**src/verilog/pcie_tlp_pkg.sv**
```systemverilog
package pcie_tlp_pkg;

typedef logic        PCIE_TREADY64;
typedef logic        PCIE_TVALID64;
typedef logic        PCIE_TLAST64;
typedef logic [7:0]  PCIE_TKEEP64;
typedef logic [63:0] PCIE_TDATA64;
typedef logic [21:0] PCIE_TUSER64_RX;

localparam int NUM_BANKS = 4;
localparam int BANK_REGS = 16;
localparam int BANK_W    = $clog2(NUM_BANKS);
localparam int REG_W     = $clog2(BANK_REGS);

localparam int TUSER_BAR_LSB = 2; // bar_hit is tuser[8:2].

localparam logic [2:0] FMT_3DW_NODATA = 3'b000;
localparam logic [2:0] FMT_3DW_DATA   = 3'b010;
localparam logic [4:0] TYPE_MEM       = 5'b00000;
localparam logic [4:0] TYPE_CPL       = 5'b01010;

localparam logic [2:0]  CPL_STATUS_SC  = 3'd0;
localparam logic [15:0] COMPLETER_ID   = 16'h0100;
localparam logic [11:0] CPL_BYTE_COUNT = 12'd4;

typedef enum logic [1:0] {
	OP_NONE,
	OP_MRD,
	OP_MWR,
	OP_BAD
} tlp_op_e;

typedef struct packed {
	tlp_op_e           op;
	logic [BANK_W-1:0] bank;
	logic [REG_W-1:0]  reg_idx;
	logic [3:0]        first_be;
	logic [31:0]       wdata;
	logic [15:0]       requester_id;
	logic [7:0]        tag;
	logic [6:0]        lower_addr;
} pio_req_t;

typedef struct packed {
	logic [31:0] rdata;
	logic [15:0] requester_id;
	logic [7:0]  tag;
	logic [6:0]  lower_addr;
} pio_rsp_t;

// Only single-DW 32-bit memory requests are accepted.
function automatic tlp_op_e tlp_classify(input logic [31:0] dw0);
	logic [2:0] fmt;
	logic [4:0] ftype;
	logic [9:0] len;
	fmt = dw0[31:29];
	ftype = dw0[28:24];
	len = dw0[9:0];
	if (len != 10'd1 || ftype != TYPE_MEM) begin
		return OP_BAD;
	end
	if (fmt == FMT_3DW_NODATA) begin
		return OP_MRD;
	end
	if (fmt == FMT_3DW_DATA) begin
		return OP_MWR;
	end
	return OP_BAD;
endfunction

endpackage

```
**src/verilog/pcie_pio_top.sv**
```systemverilog
`default_nettype none
`timescale 1ns/1ps

module pcie_pio_top import pcie_tlp_pkg::*; (
	input wire pcie_clk,
	input wire sys_rst,

	output PCIE_TREADY64  pcie_rx_tready,
	input PCIE_TVALID64   pcie_rx_tvalid,
	input PCIE_TLAST64    pcie_rx_tlast,
	input PCIE_TKEEP64    pcie_rx_tkeep,
	input PCIE_TDATA64    pcie_rx_tdata,
	input PCIE_TUSER64_RX pcie_rx_tuser,

	input PCIE_TREADY64   pcie_tx_tready,
	output PCIE_TVALID64  pcie_tx_tvalid,
	output PCIE_TLAST64   pcie_tx_tlast,
	output PCIE_TKEEP64   pcie_tx_tkeep,
	output PCIE_TDATA64   pcie_tx_tdata
);

pio_req_t             req;
logic [NUM_BANKS-1:0] req_stb;
logic                 read_pending;
logic                 cpl_busy;
pio_rsp_t             bank_rsp [NUM_BANKS];
logic [NUM_BANKS-1:0] bank_rsp_stb;

pio_rx_decoder rx_dec_i (
	.pcie_clk       (pcie_clk),
	.sys_rst        (sys_rst),
	.pcie_rx_tready (pcie_rx_tready),
	.pcie_rx_tvalid (pcie_rx_tvalid),
	.pcie_rx_tlast  (pcie_rx_tlast),
	.pcie_rx_tkeep  (pcie_rx_tkeep),
	.pcie_rx_tdata  (pcie_rx_tdata),
	.pcie_rx_tuser  (pcie_rx_tuser),
	.cpl_busy       (cpl_busy),
	.req            (req),
	.req_stb        (req_stb),
	.read_pending   (read_pending)
);

for (genvar i = 0; i < NUM_BANKS; i++) begin : g_bank
	pio_reg_bank bank_i (
		.pcie_clk (pcie_clk),
		.sys_rst  (sys_rst),
		.req      (req),
		.req_stb  (req_stb[i]),
		.rsp      (bank_rsp[i]),
		.rsp_stb  (bank_rsp_stb[i])
	);
end

pio_cpl_builder cpl_i (
	.pcie_clk       (pcie_clk),
	.sys_rst        (sys_rst),
	.rsp            (bank_rsp),
	.rsp_stb        (bank_rsp_stb),
	.read_pending   (read_pending),
	.cpl_busy       (cpl_busy),
	.pcie_tx_tready (pcie_tx_tready),
	.pcie_tx_tvalid (pcie_tx_tvalid),
	.pcie_tx_tlast  (pcie_tx_tlast),
	.pcie_tx_tkeep  (pcie_tx_tkeep),
	.pcie_tx_tdata  (pcie_tx_tdata)
);

endmodule

`default_nettype wire

```
**src/verilog/pio_cpl_builder.sv**
```systemverilog
`default_nettype none
`timescale 1ns/1ps

module pio_cpl_builder import pcie_tlp_pkg::*; (
	input wire pcie_clk,
	input wire sys_rst,

	input pio_rsp_t              rsp [NUM_BANKS],
	input logic [NUM_BANKS-1:0]  rsp_stb,
	input wire                   read_pending,
	output logic                 cpl_busy,

	input PCIE_TREADY64   pcie_tx_tready,
	output PCIE_TVALID64  pcie_tx_tvalid,
	output PCIE_TLAST64   pcie_tx_tlast,
	output PCIE_TKEEP64   pcie_tx_tkeep,
	output PCIE_TDATA64   pcie_tx_tdata
);

enum logic [1:0] { IDLE, BEAT0, BEAT1 } state;

pio_rsp_t    rsp_sel;
pio_rsp_t    cpl;
logic        any_stb;
logic        busy_q;
logic        xfer;
logic [31:0] dw0;
logic [31:0] dw1;
logic [31:0] dw2;

// Only one read is outstanding, so at most one strobe is set.
always_comb begin
	rsp_sel = '0;
	for (int i = 0; i < NUM_BANKS; i++) begin
		if (rsp_stb[i]) begin
			rsp_sel = rsp[i];
		end
	end
end

assign any_stb = |rsp_stb;

assign dw0 = {FMT_3DW_DATA, TYPE_CPL, 14'd0, 10'd1}; // CplD, length 1.
assign dw1 = {COMPLETER_ID, CPL_STATUS_SC, 1'b0, CPL_BYTE_COUNT};
assign dw2 = {cpl.requester_id, cpl.tag, 1'b0, cpl.lower_addr};

assign pcie_tx_tvalid = (state != IDLE);
assign pcie_tx_tlast = (state == BEAT1);
assign pcie_tx_tkeep = 8'hff;
assign pcie_tx_tdata = (state == BEAT1) ? {cpl.rdata, dw2} : {dw1, dw0};

assign xfer = pcie_tx_tvalid & pcie_tx_tready;
assign cpl_busy = read_pending | busy_q; // Covers the strobe cycle too.

always_ff @(posedge pcie_clk) begin
	if (sys_rst) begin
		state <= IDLE;
	end else begin
		case (state)
		IDLE: begin
			if (any_stb) begin
				state <= BEAT0;
			end
		end
		BEAT0: begin
			if (pcie_tx_tready) begin
				state <= BEAT1;
			end
		end
		BEAT1: begin
			if (pcie_tx_tready) begin
				state <= IDLE;
			end
		end
		default: begin
			state <= IDLE;
		end
		endcase
	end
end

always_ff @(posedge pcie_clk) begin
	if (sys_rst) begin
		busy_q <= 1'b0;
	end else if (read_pending) begin
		busy_q <= 1'b1;
	end else if (xfer && pcie_tx_tlast) begin
		busy_q <= 1'b0;
	end
end

always_ff @(posedge pcie_clk) begin
	if (state == IDLE && any_stb) begin
		cpl <= rsp_sel; // Held until the last beat leaves.
	end
end

endmodule

`default_nettype wire

```
**src/verilog/pio_reg_bank.sv**
```systemverilog
`default_nettype none
`timescale 1ns/1ps

module pio_reg_bank import pcie_tlp_pkg::*; (
	input wire pcie_clk,
	input wire sys_rst,

	input pio_req_t   req,
	input wire        req_stb,

	output pio_rsp_t  rsp,
	output logic      rsp_stb
);

logic [31:0] regs [BANK_REGS];
logic        wr_en;
logic        rd_en;

assign wr_en = req_stb && (req.op == OP_MWR);
assign rd_en = req_stb && (req.op == OP_MRD);

always_ff @(posedge pcie_clk) begin
	if (sys_rst) begin
		for (int i = 0; i < BANK_REGS; i++) begin
			regs[i] <= '0;
		end
	end else if (wr_en) begin
		for (int b = 0; b < 4; b++) begin
			if (req.first_be[b]) begin
				regs[req.reg_idx][8*b +: 8] <= req.wdata[8*b +: 8]; // Enabled bytes only.
			end
		end
	end
end

always_ff @(posedge pcie_clk) begin
	if (sys_rst) begin
		rsp_stb <= 1'b0;
	end else begin
		rsp_stb <= rd_en;
	end
end

always_ff @(posedge pcie_clk) begin
	if (rd_en) begin
		rsp.rdata <= regs[req.reg_idx];
		rsp.requester_id <= req.requester_id;
		rsp.tag <= req.tag;
		rsp.lower_addr <= req.lower_addr;
	end
end

endmodule

`default_nettype wire

```
**src/verilog/pio_rx_decoder.sv**
```systemverilog
`default_nettype none
`timescale 1ns/1ps

module pio_rx_decoder import pcie_tlp_pkg::*; (
	input wire pcie_clk,
	input wire sys_rst,

	output PCIE_TREADY64  pcie_rx_tready,
	input PCIE_TVALID64   pcie_rx_tvalid,
	input PCIE_TLAST64    pcie_rx_tlast,
	input PCIE_TKEEP64    pcie_rx_tkeep,
	input PCIE_TDATA64    pcie_rx_tdata,
	input PCIE_TUSER64_RX pcie_rx_tuser,

	input wire cpl_busy,

	output pio_req_t              req,
	output logic [NUM_BANKS-1:0]  req_stb,
	output logic                  read_pending
);

enum logic [1:0] { HDR, ADDR, DRAIN } state;

logic        rx_rdy;
logic        beat;
tlp_op_e     beat_op;
logic        bar_ok;
logic        keep_ok;
logic [31:0] addr;

tlp_op_e     hdr_op;
logic [15:0] hdr_rid;
logic [7:0]  hdr_tag;
logic [3:0]  hdr_be;

assign pcie_rx_tready = rx_rdy & ~cpl_busy; // Stall while a CplD is pending.
assign beat = pcie_rx_tvalid & pcie_rx_tready;
assign beat_op = tlp_classify(pcie_rx_tdata[31:0]);
assign bar_ok = pcie_rx_tuser[TUSER_BAR_LSB];
assign addr = pcie_rx_tdata[31:0];

// A write needs its payload DW valid, a read only the address DW.
assign keep_ok = (hdr_op == OP_MRD) ? &pcie_rx_tkeep[3:0] : &pcie_rx_tkeep;

always_ff @(posedge pcie_clk) begin
	if (sys_rst) begin
		state <= HDR;
		rx_rdy <= 1'b0;
		req_stb <= '0;
		read_pending <= 1'b0;
	end else begin
		rx_rdy <= 1'b1;
		req_stb <= '0;
		read_pending <= 1'b0;
		if (beat) begin
			case (state)
			HDR: begin
				if (!pcie_rx_tlast) begin
					if ((beat_op == OP_MRD || beat_op == OP_MWR) && bar_ok) begin
						state <= ADDR;
					end else begin
						state <= DRAIN; // Unsupported or other BAR.
					end
				end
			end
			ADDR: begin
				if (pcie_rx_tlast) begin
					state <= HDR;
					if (keep_ok) begin
						req_stb[addr[6 +: BANK_W]] <= 1'b1;
						read_pending <= (hdr_op == OP_MRD);
					end
				end else begin
					state <= DRAIN; // Longer than one DW.
				end
			end
			DRAIN: begin
				if (pcie_rx_tlast) begin
					state <= HDR;
				end
			end
			default: begin
				state <= HDR;
			end
			endcase
		end
	end
end

always_ff @(posedge pcie_clk) begin
	if (beat && state == HDR) begin
		hdr_op <= beat_op;
		hdr_rid <= pcie_rx_tdata[63:48];
		hdr_tag <= pcie_rx_tdata[47:40];
		hdr_be <= pcie_rx_tdata[35:32];
	end
	if (beat && state == ADDR) begin
		req.op <= (keep_ok && pcie_rx_tlast) ? hdr_op : OP_NONE;
		req.bank <= addr[6 +: BANK_W];
		req.reg_idx <= addr[2 +: REG_W];
		req.first_be <= hdr_be;
		req.wdata <= pcie_rx_tdata[63:32];
		req.requester_id <= hdr_rid;
		req.tag <= hdr_tag;
		req.lower_addr <= addr[6:0];
	end
end

endmodule

`default_nettype wire
```
**config.mk**
```make
export PLATFORM = sky130hd
export DESIGN_NAME = pcie_pio_top
export DESIGN_NICKNAME = d
export VERILOG_FILES = /design/src/verilog/pcie_tlp_pkg.sv /design/src/verilog/pcie_pio_top.sv /design/src/verilog/pio_cpl_builder.sv /design/src/verilog/pio_reg_bank.sv /design/src/verilog/pio_rx_decoder.sv
export SDC_FILE = /design/constraint.sdc
export NUM_CORES = 2
export LEC_CHECK = 0
export ABC_AREA = 1
export BUFFER_PORTS_ARGS = -buffer_cell sky130_fd_sc_hd__buf_4
export CORE_AREA = 2 2 461 463
export CTS_CLUSTER_SIZE = 28
export DETAILED_ROUTE_END_ITERATION = 10
export DIE_AREA = 0 0 463 465
export HOLD_SLACK_MARGIN = 0.03
export PLACE_DENSITY_LB_ADDON = 0.08
export SLEW_MARGIN = 20
export SYNTH_ARGS = -nofsm -noshare
export SYNTH_HDL_FRONTEND = slang
export SYNTH_SLANG_ARGS = --single-unit
```
**constraint.sdc**
```tcl
create_clock -name pcie_clk -period 4.1 [get_ports pcie_clk]
set_input_delay 0.615 -clock pcie_clk [delete_from_list [all_inputs] [get_ports pcie_clk]]
set_output_delay 0.615 -clock pcie_clk [all_outputs]
set_load 0.01 [all_outputs]
```
# == Yosys cells after proc, flatten, opt, wreduce, memory -nomap -nowiden ==
# Memories as Yosys holds them, arrays and structs flattened. A register that Yosys moved wholly into a read port is not among the register bits.
# Index checks and enable logic that the tools add are counted.
# totals
regBits,305
ramBits,2048
output_inout_bits,75
mem_count,4
# op_classes
order_cmp,2
eq_ne,16
n_mux,98
bitwise_logic,9
reduce_logical,33
# memory_table
name,depth,word_bits,rd,rd_clocked_by_memory_dff,write_ports,line,rtl
g_bank[0].bank_i.regs,16,32,1,1,16,pio_reg_bank.sv:15,logic [31:0] regs [BANK_REGS];
g_bank[1].bank_i.regs,16,32,1,1,16,pio_reg_bank.sv:15,
g_bank[2].bank_i.regs,16,32,1,1,16,pio_reg_bank.sv:15,
g_bank[3].bank_i.regs,16,32,1,1,16,pio_reg_bank.sv:15,
# op_table
op,count
63-bit two-way mux,4
32-bit two-way mux,4
32-bit OR reduction,4
1-bit two-way mux,65
64-bit two-way mux,1
4-bit two-way mux,8
2-bit two-way mux,13
1-bit logical AND,15
2-bit case mux with 3 select lines,2
2-bit by 1-bit equality test with 1-bit output (second input constant),5
10-bit by 1-bit inequality test with 1-bit output (second input constant),1
2-bit equality test (second input constant),4
2-bit inequality test (second input constant),4
8-bit AND reduction,1
3-bit AND reduction,2
1-bit inverter,5
5-bit nonzero test,1
5-bit OR reduction,1
2-bit logical NOT,2
4-bit AND reduction,1
2-bit nonzero test,2
4-bit OR reduction,1
1-bit AND,3
3-bit by 2-bit equality test with 1-bit output (second input constant),1
other kinds (7),8

# == Depth between registers and ports, before layout ==
# logic_depth
depth_word,15
depth_mapped,8

# == Hierarchy ==
# From an unflattened synthesis, not the netlist that was laid out.
# hier_totals
cells_unflattened,12447
hier_area_um2,112990.9
# modules_own_cells
mod,instances,cells_each,area_per_inst_um2,seq_area_each_um2
pio_reg_bank at g_bank[1].bank_i ...,3,2874,26160.1,17286.6
pio_reg_bank at g_bank[0].bank_i,1,2874,26033.7,17286.6
pio_cpl_builder,1,771,4959.8,1951.9
pio_rx_decoder,1,180,3517.1,3163.0

# == Worst setup path before layout ==
# Ideal clock, no wire load.
# synth_path
path_type,input -> register
start,input port pcie_rx_tvalid
end,register rx_dec_i.req[0] (netlist name)
setup_time_ns,0.497
t_arrival_ns,3.663
t_required_ns,3.603
setup_slack_ns,-0.059
path_stages,2
path_cell_list,nand3_1 > nor2_1
# synth_between
elab_chain_cells,2
# synth_rtl
element,line,rtl
from (decl),pcie_pio_top.sv:9,"input PCIE_TVALID64 pcie_rx_tvalid,"
1-bit AND,pio_rx_decoder.sv:37,assign beat = pcie_rx_tvalid & pcie_rx_tready;
1-bit logical AND,pio_rx_decoder.sv:97,if (beat && state == ADDR) begin
# Every way passes these cells.
# A chain may end at the register's enable or synchronous reset.

==> run summary <==
Yosys warns = 0
Max-cap violations = 0
Status = completed
First-pass GRT wire length = 469.8 mm
Complex-gate fraction of the synthesized area = 0.9414%
DR vias = 74627
Hold buffers post-CTS = 45
Most common cell on crit path = nand2_1
Syn-to-layout area delta = 12.11%
Largest net degree at the start of global routing = 216
Core area = 210800 sq um
Ports = 174
VDD IR max = 0.4780 mV
Worst-Margin Slew = 1216 ps
Tot GR Track Use = 29.14%
Vias in the first global route = 72237
Final TNS setup = 0 ps
Sequential area share after synthesis = 71.05%
Fin crit share = 84.34%
Req. time, crit path = 4680 ps
CTS tree = done
Worst path bufs/invs = 1
H-tree depth = 5
# port buffers = 129
CP max stage delay = 730 ps
WP data arrival = 4040 ps
Kind of critical path = register to register
ANT nets after route = 0
Comb power frac = 1.8%
Post-DP HPWL = 189.7 mm
Fin util = 55.56%
Grt ovf = 0
CP Cell Sequence = nand2_1 -> nor2_4 -> buf_4 -> nand2_1 -> nand2_1
Die area = 215300 sq um
DRT Pass-1 Iters = 7
RSZ-0062 raised after global routing = no
CTS sink cnt = 2477
Post-Syn Instances = 9641
Slowest-stage cell, CP = edfxtp_1
Post-Syn Area = 104500 sq um
Max Freq = 289.2 MHz
Largest family of logic cells by synthesized area = simple AND/OR/NAND/NOR gates
Relative slew slack = 18.93%
Initial antenna violation count = 7
Critical Path End Type = register
Post-CTS setup buffer count = 0
Die Y = 465 um
Most frequent cells in the layout = 2462 x edfxtp_1, 2200 x nand2_1, 2145 x nor2_1
Final GP Congestion = 0.8828
Total Nets Final = 9653
Setup violators final = 0
CTS Root Cell = clkbuf_16
Drt total wl = 317.5 mm
Placed cell area = 108100 sq um
Synth Register Bits = 2477
Post-synthesis mux area share = 0%
Row cnt = 169
Cell family with most CP delay = simple AND/OR/NAND/NOR gates
Clk buf depth = 4
Worst Hold Class = primary input to register
Crit path max fanout = 9
Tmin final = 3458 ps
Chip Width = 463 um
Pint = 42.70 mW
CTS Buf Count = 284
Routed WL per cell = 25.28 um
Yosys cell types = 23
Sequential Power Share = 53.5%
Drt drc = 0
DR iter-0 viols = 8918
Post-synthesis simple-gate area fraction = 24.92%
Clock Skew = 44.57 ps
Mean area per synthesized cell = 10.84 sq um
DR vias/cell = 5.940
Sw frac = 20.27%
Adder-cell share of the synthesized area = 0%
Finished Cell Area = 117100 sq um
PwrDens = 457.3 nW/um^2
Initial Util = 49.56%
Psw = 10.86 mW
Clk_lat worst skew = 940 ps
Final slew viol count = 0
Most common cell after layout, fill and taps aside = edfxtp_1
Post-CTS Resized = 0
Synth Area in XOR/XNOR = 0%
Share of total power in the clock network = 44.7%
Startpoint types = register
CTS clk-pin slew, worst paths = 60 ps
Final Hold Fails = 0
Share of post-route cells with drive strength above 1 = 7.433%
Lkg Pwr = 43.30 nW
[cells in the mapped netlist]
cell type  number  area [sq um]
a211oi_1        1         7.510
a21oi_1        68         340.3
and2_1          1         6.260
buf_1          43         161.4
buf_2          31         155.2
buf_4          10         75.07
clkbuf_1      628          2357
clkinv_1        1         3.750
conb_1          2         7.510
dfxtp_1        15         300.3
edfxtp_1     2462         73930
inv_1          85         319.1
inv_2          39         146.4
nand2_1      2200          8258
nand3_1      1095          5480
nand4_1       642          4016
nor2_1       2169          8142
nor2_2          1         6.260
nor2_4          1         11.26
nor3_1         11         55.05
nor4_1          1         6.260
o21ai_0       127         635.6
or2_2           8         50.05
[tightest hold or removal path, cell delays in order]
cell,delay (ps)
buf_4,70
or2_2,110
nor2_1,40
nand2_1,60
[cells by family (layout without fill, tap and decap cells)]
logic type	Yosys count	count (layout)
buf+inv	837	930
flops	2477	2477
simple gates	6129	6129
compound gates	196	196
other cells	2	10
[sequential cells by signal, indices dropped and copies added, names as in the netlist, 2 cells and up]
register,cells
cpl_i.cpl,63
g_bank.bank_i.rsp_stb,4
g_bank.bank_i.regs,2048
rx_dec_i.hdr_rid,16
rx_dec_i.req_stb,4
rx_dec_i.hdr_be,4
cpl_i.state,2
rx_dec_i.hdr_tag,8
rx_dec_i.state,2
rx_dec_i.req,69
rx_dec_i.hdr_op,2
g_bank.bank_i.rsp,252
[routing by layer]
layer | global-route usage (%) | wire (um)
met4 | 9.962 | 10690
met1 | 40.82 | 130500
met3 | 4.633 | 27360
met2 | 46.63 | 148900
met5 | 0 | 34
[metrics by stage]
step | hold slack, ps | setup WS, ps | power (mW) | cells
2_1_floorplan | 400.3 | 82.80 | 29.66 | 9648
3_3_place_gp | 402.2 | 747.8 | 30.06 | 12044
3_5_place_dp | 404.5 | 718.5 | 30.10 | 12044
4_1_cts | 46.95 | 723.6 | 53.83 | 12562
5_1_grt | 101.6 | 578.3 | 54.94 | 12563
6_report | 103.0 | 642.1 | 53.56 | 12563
[layout make-up]
class | instances | area [sq um]
clock inverter | 123 | 1044
clock buffer | 350 | 7503
inverter | 125 | 494.2
sequential | 2477 | 74250
multi-input combinational | 6334 | 27230
tap | 2821 | 3530
timing repair buffer | 332 | 3068
fill | 18021 | 93700
antenna | 1 | 2.502
[worst paths after layout]
check / end / start / slack [ps] / cells past startpoint
max: g_bank[3].bank_i.regs[4][12]$_SDFFCE_PN0P_ / rx_dec_i.req[4]$_DFFE_PP_ / 640 / 5
min: rx_dec_i.hdr_op[0]$_DFFE_PP_ / pcie_rx_tdata[31] / 100 / 4
max reg2reg: g_bank[3].bank_i.regs[4][12]$_SDFFCE_PN0P_ / rx_dec_i.req[4]$_DFFE_PP_ / 640 / 5
min reg2reg: rx_dec_i.req[10]$_DFFE_PP_ / rx_dec_i.hdr_tag[3]$_DFFE_PP_ / 380 / 0
[power by group through the flow]
stage | Clock, mW | Combinational [mW] | Sequential, mW
2_1_floorplan | 0 | 0.564 | 29.1
3_3_place_gp | 0 | 0.903 | 29.2
3_5_place_dp | 0 | 0.927 | 29.2
4_1_cts | 24.2 | 0.966 | 28.6
5_1_grt | 25.2 | 1.04 | 28.7
6_report | 24.0 | 0.960 | 28.6
No activity file was read; power rests on OpenSTA's default activity.
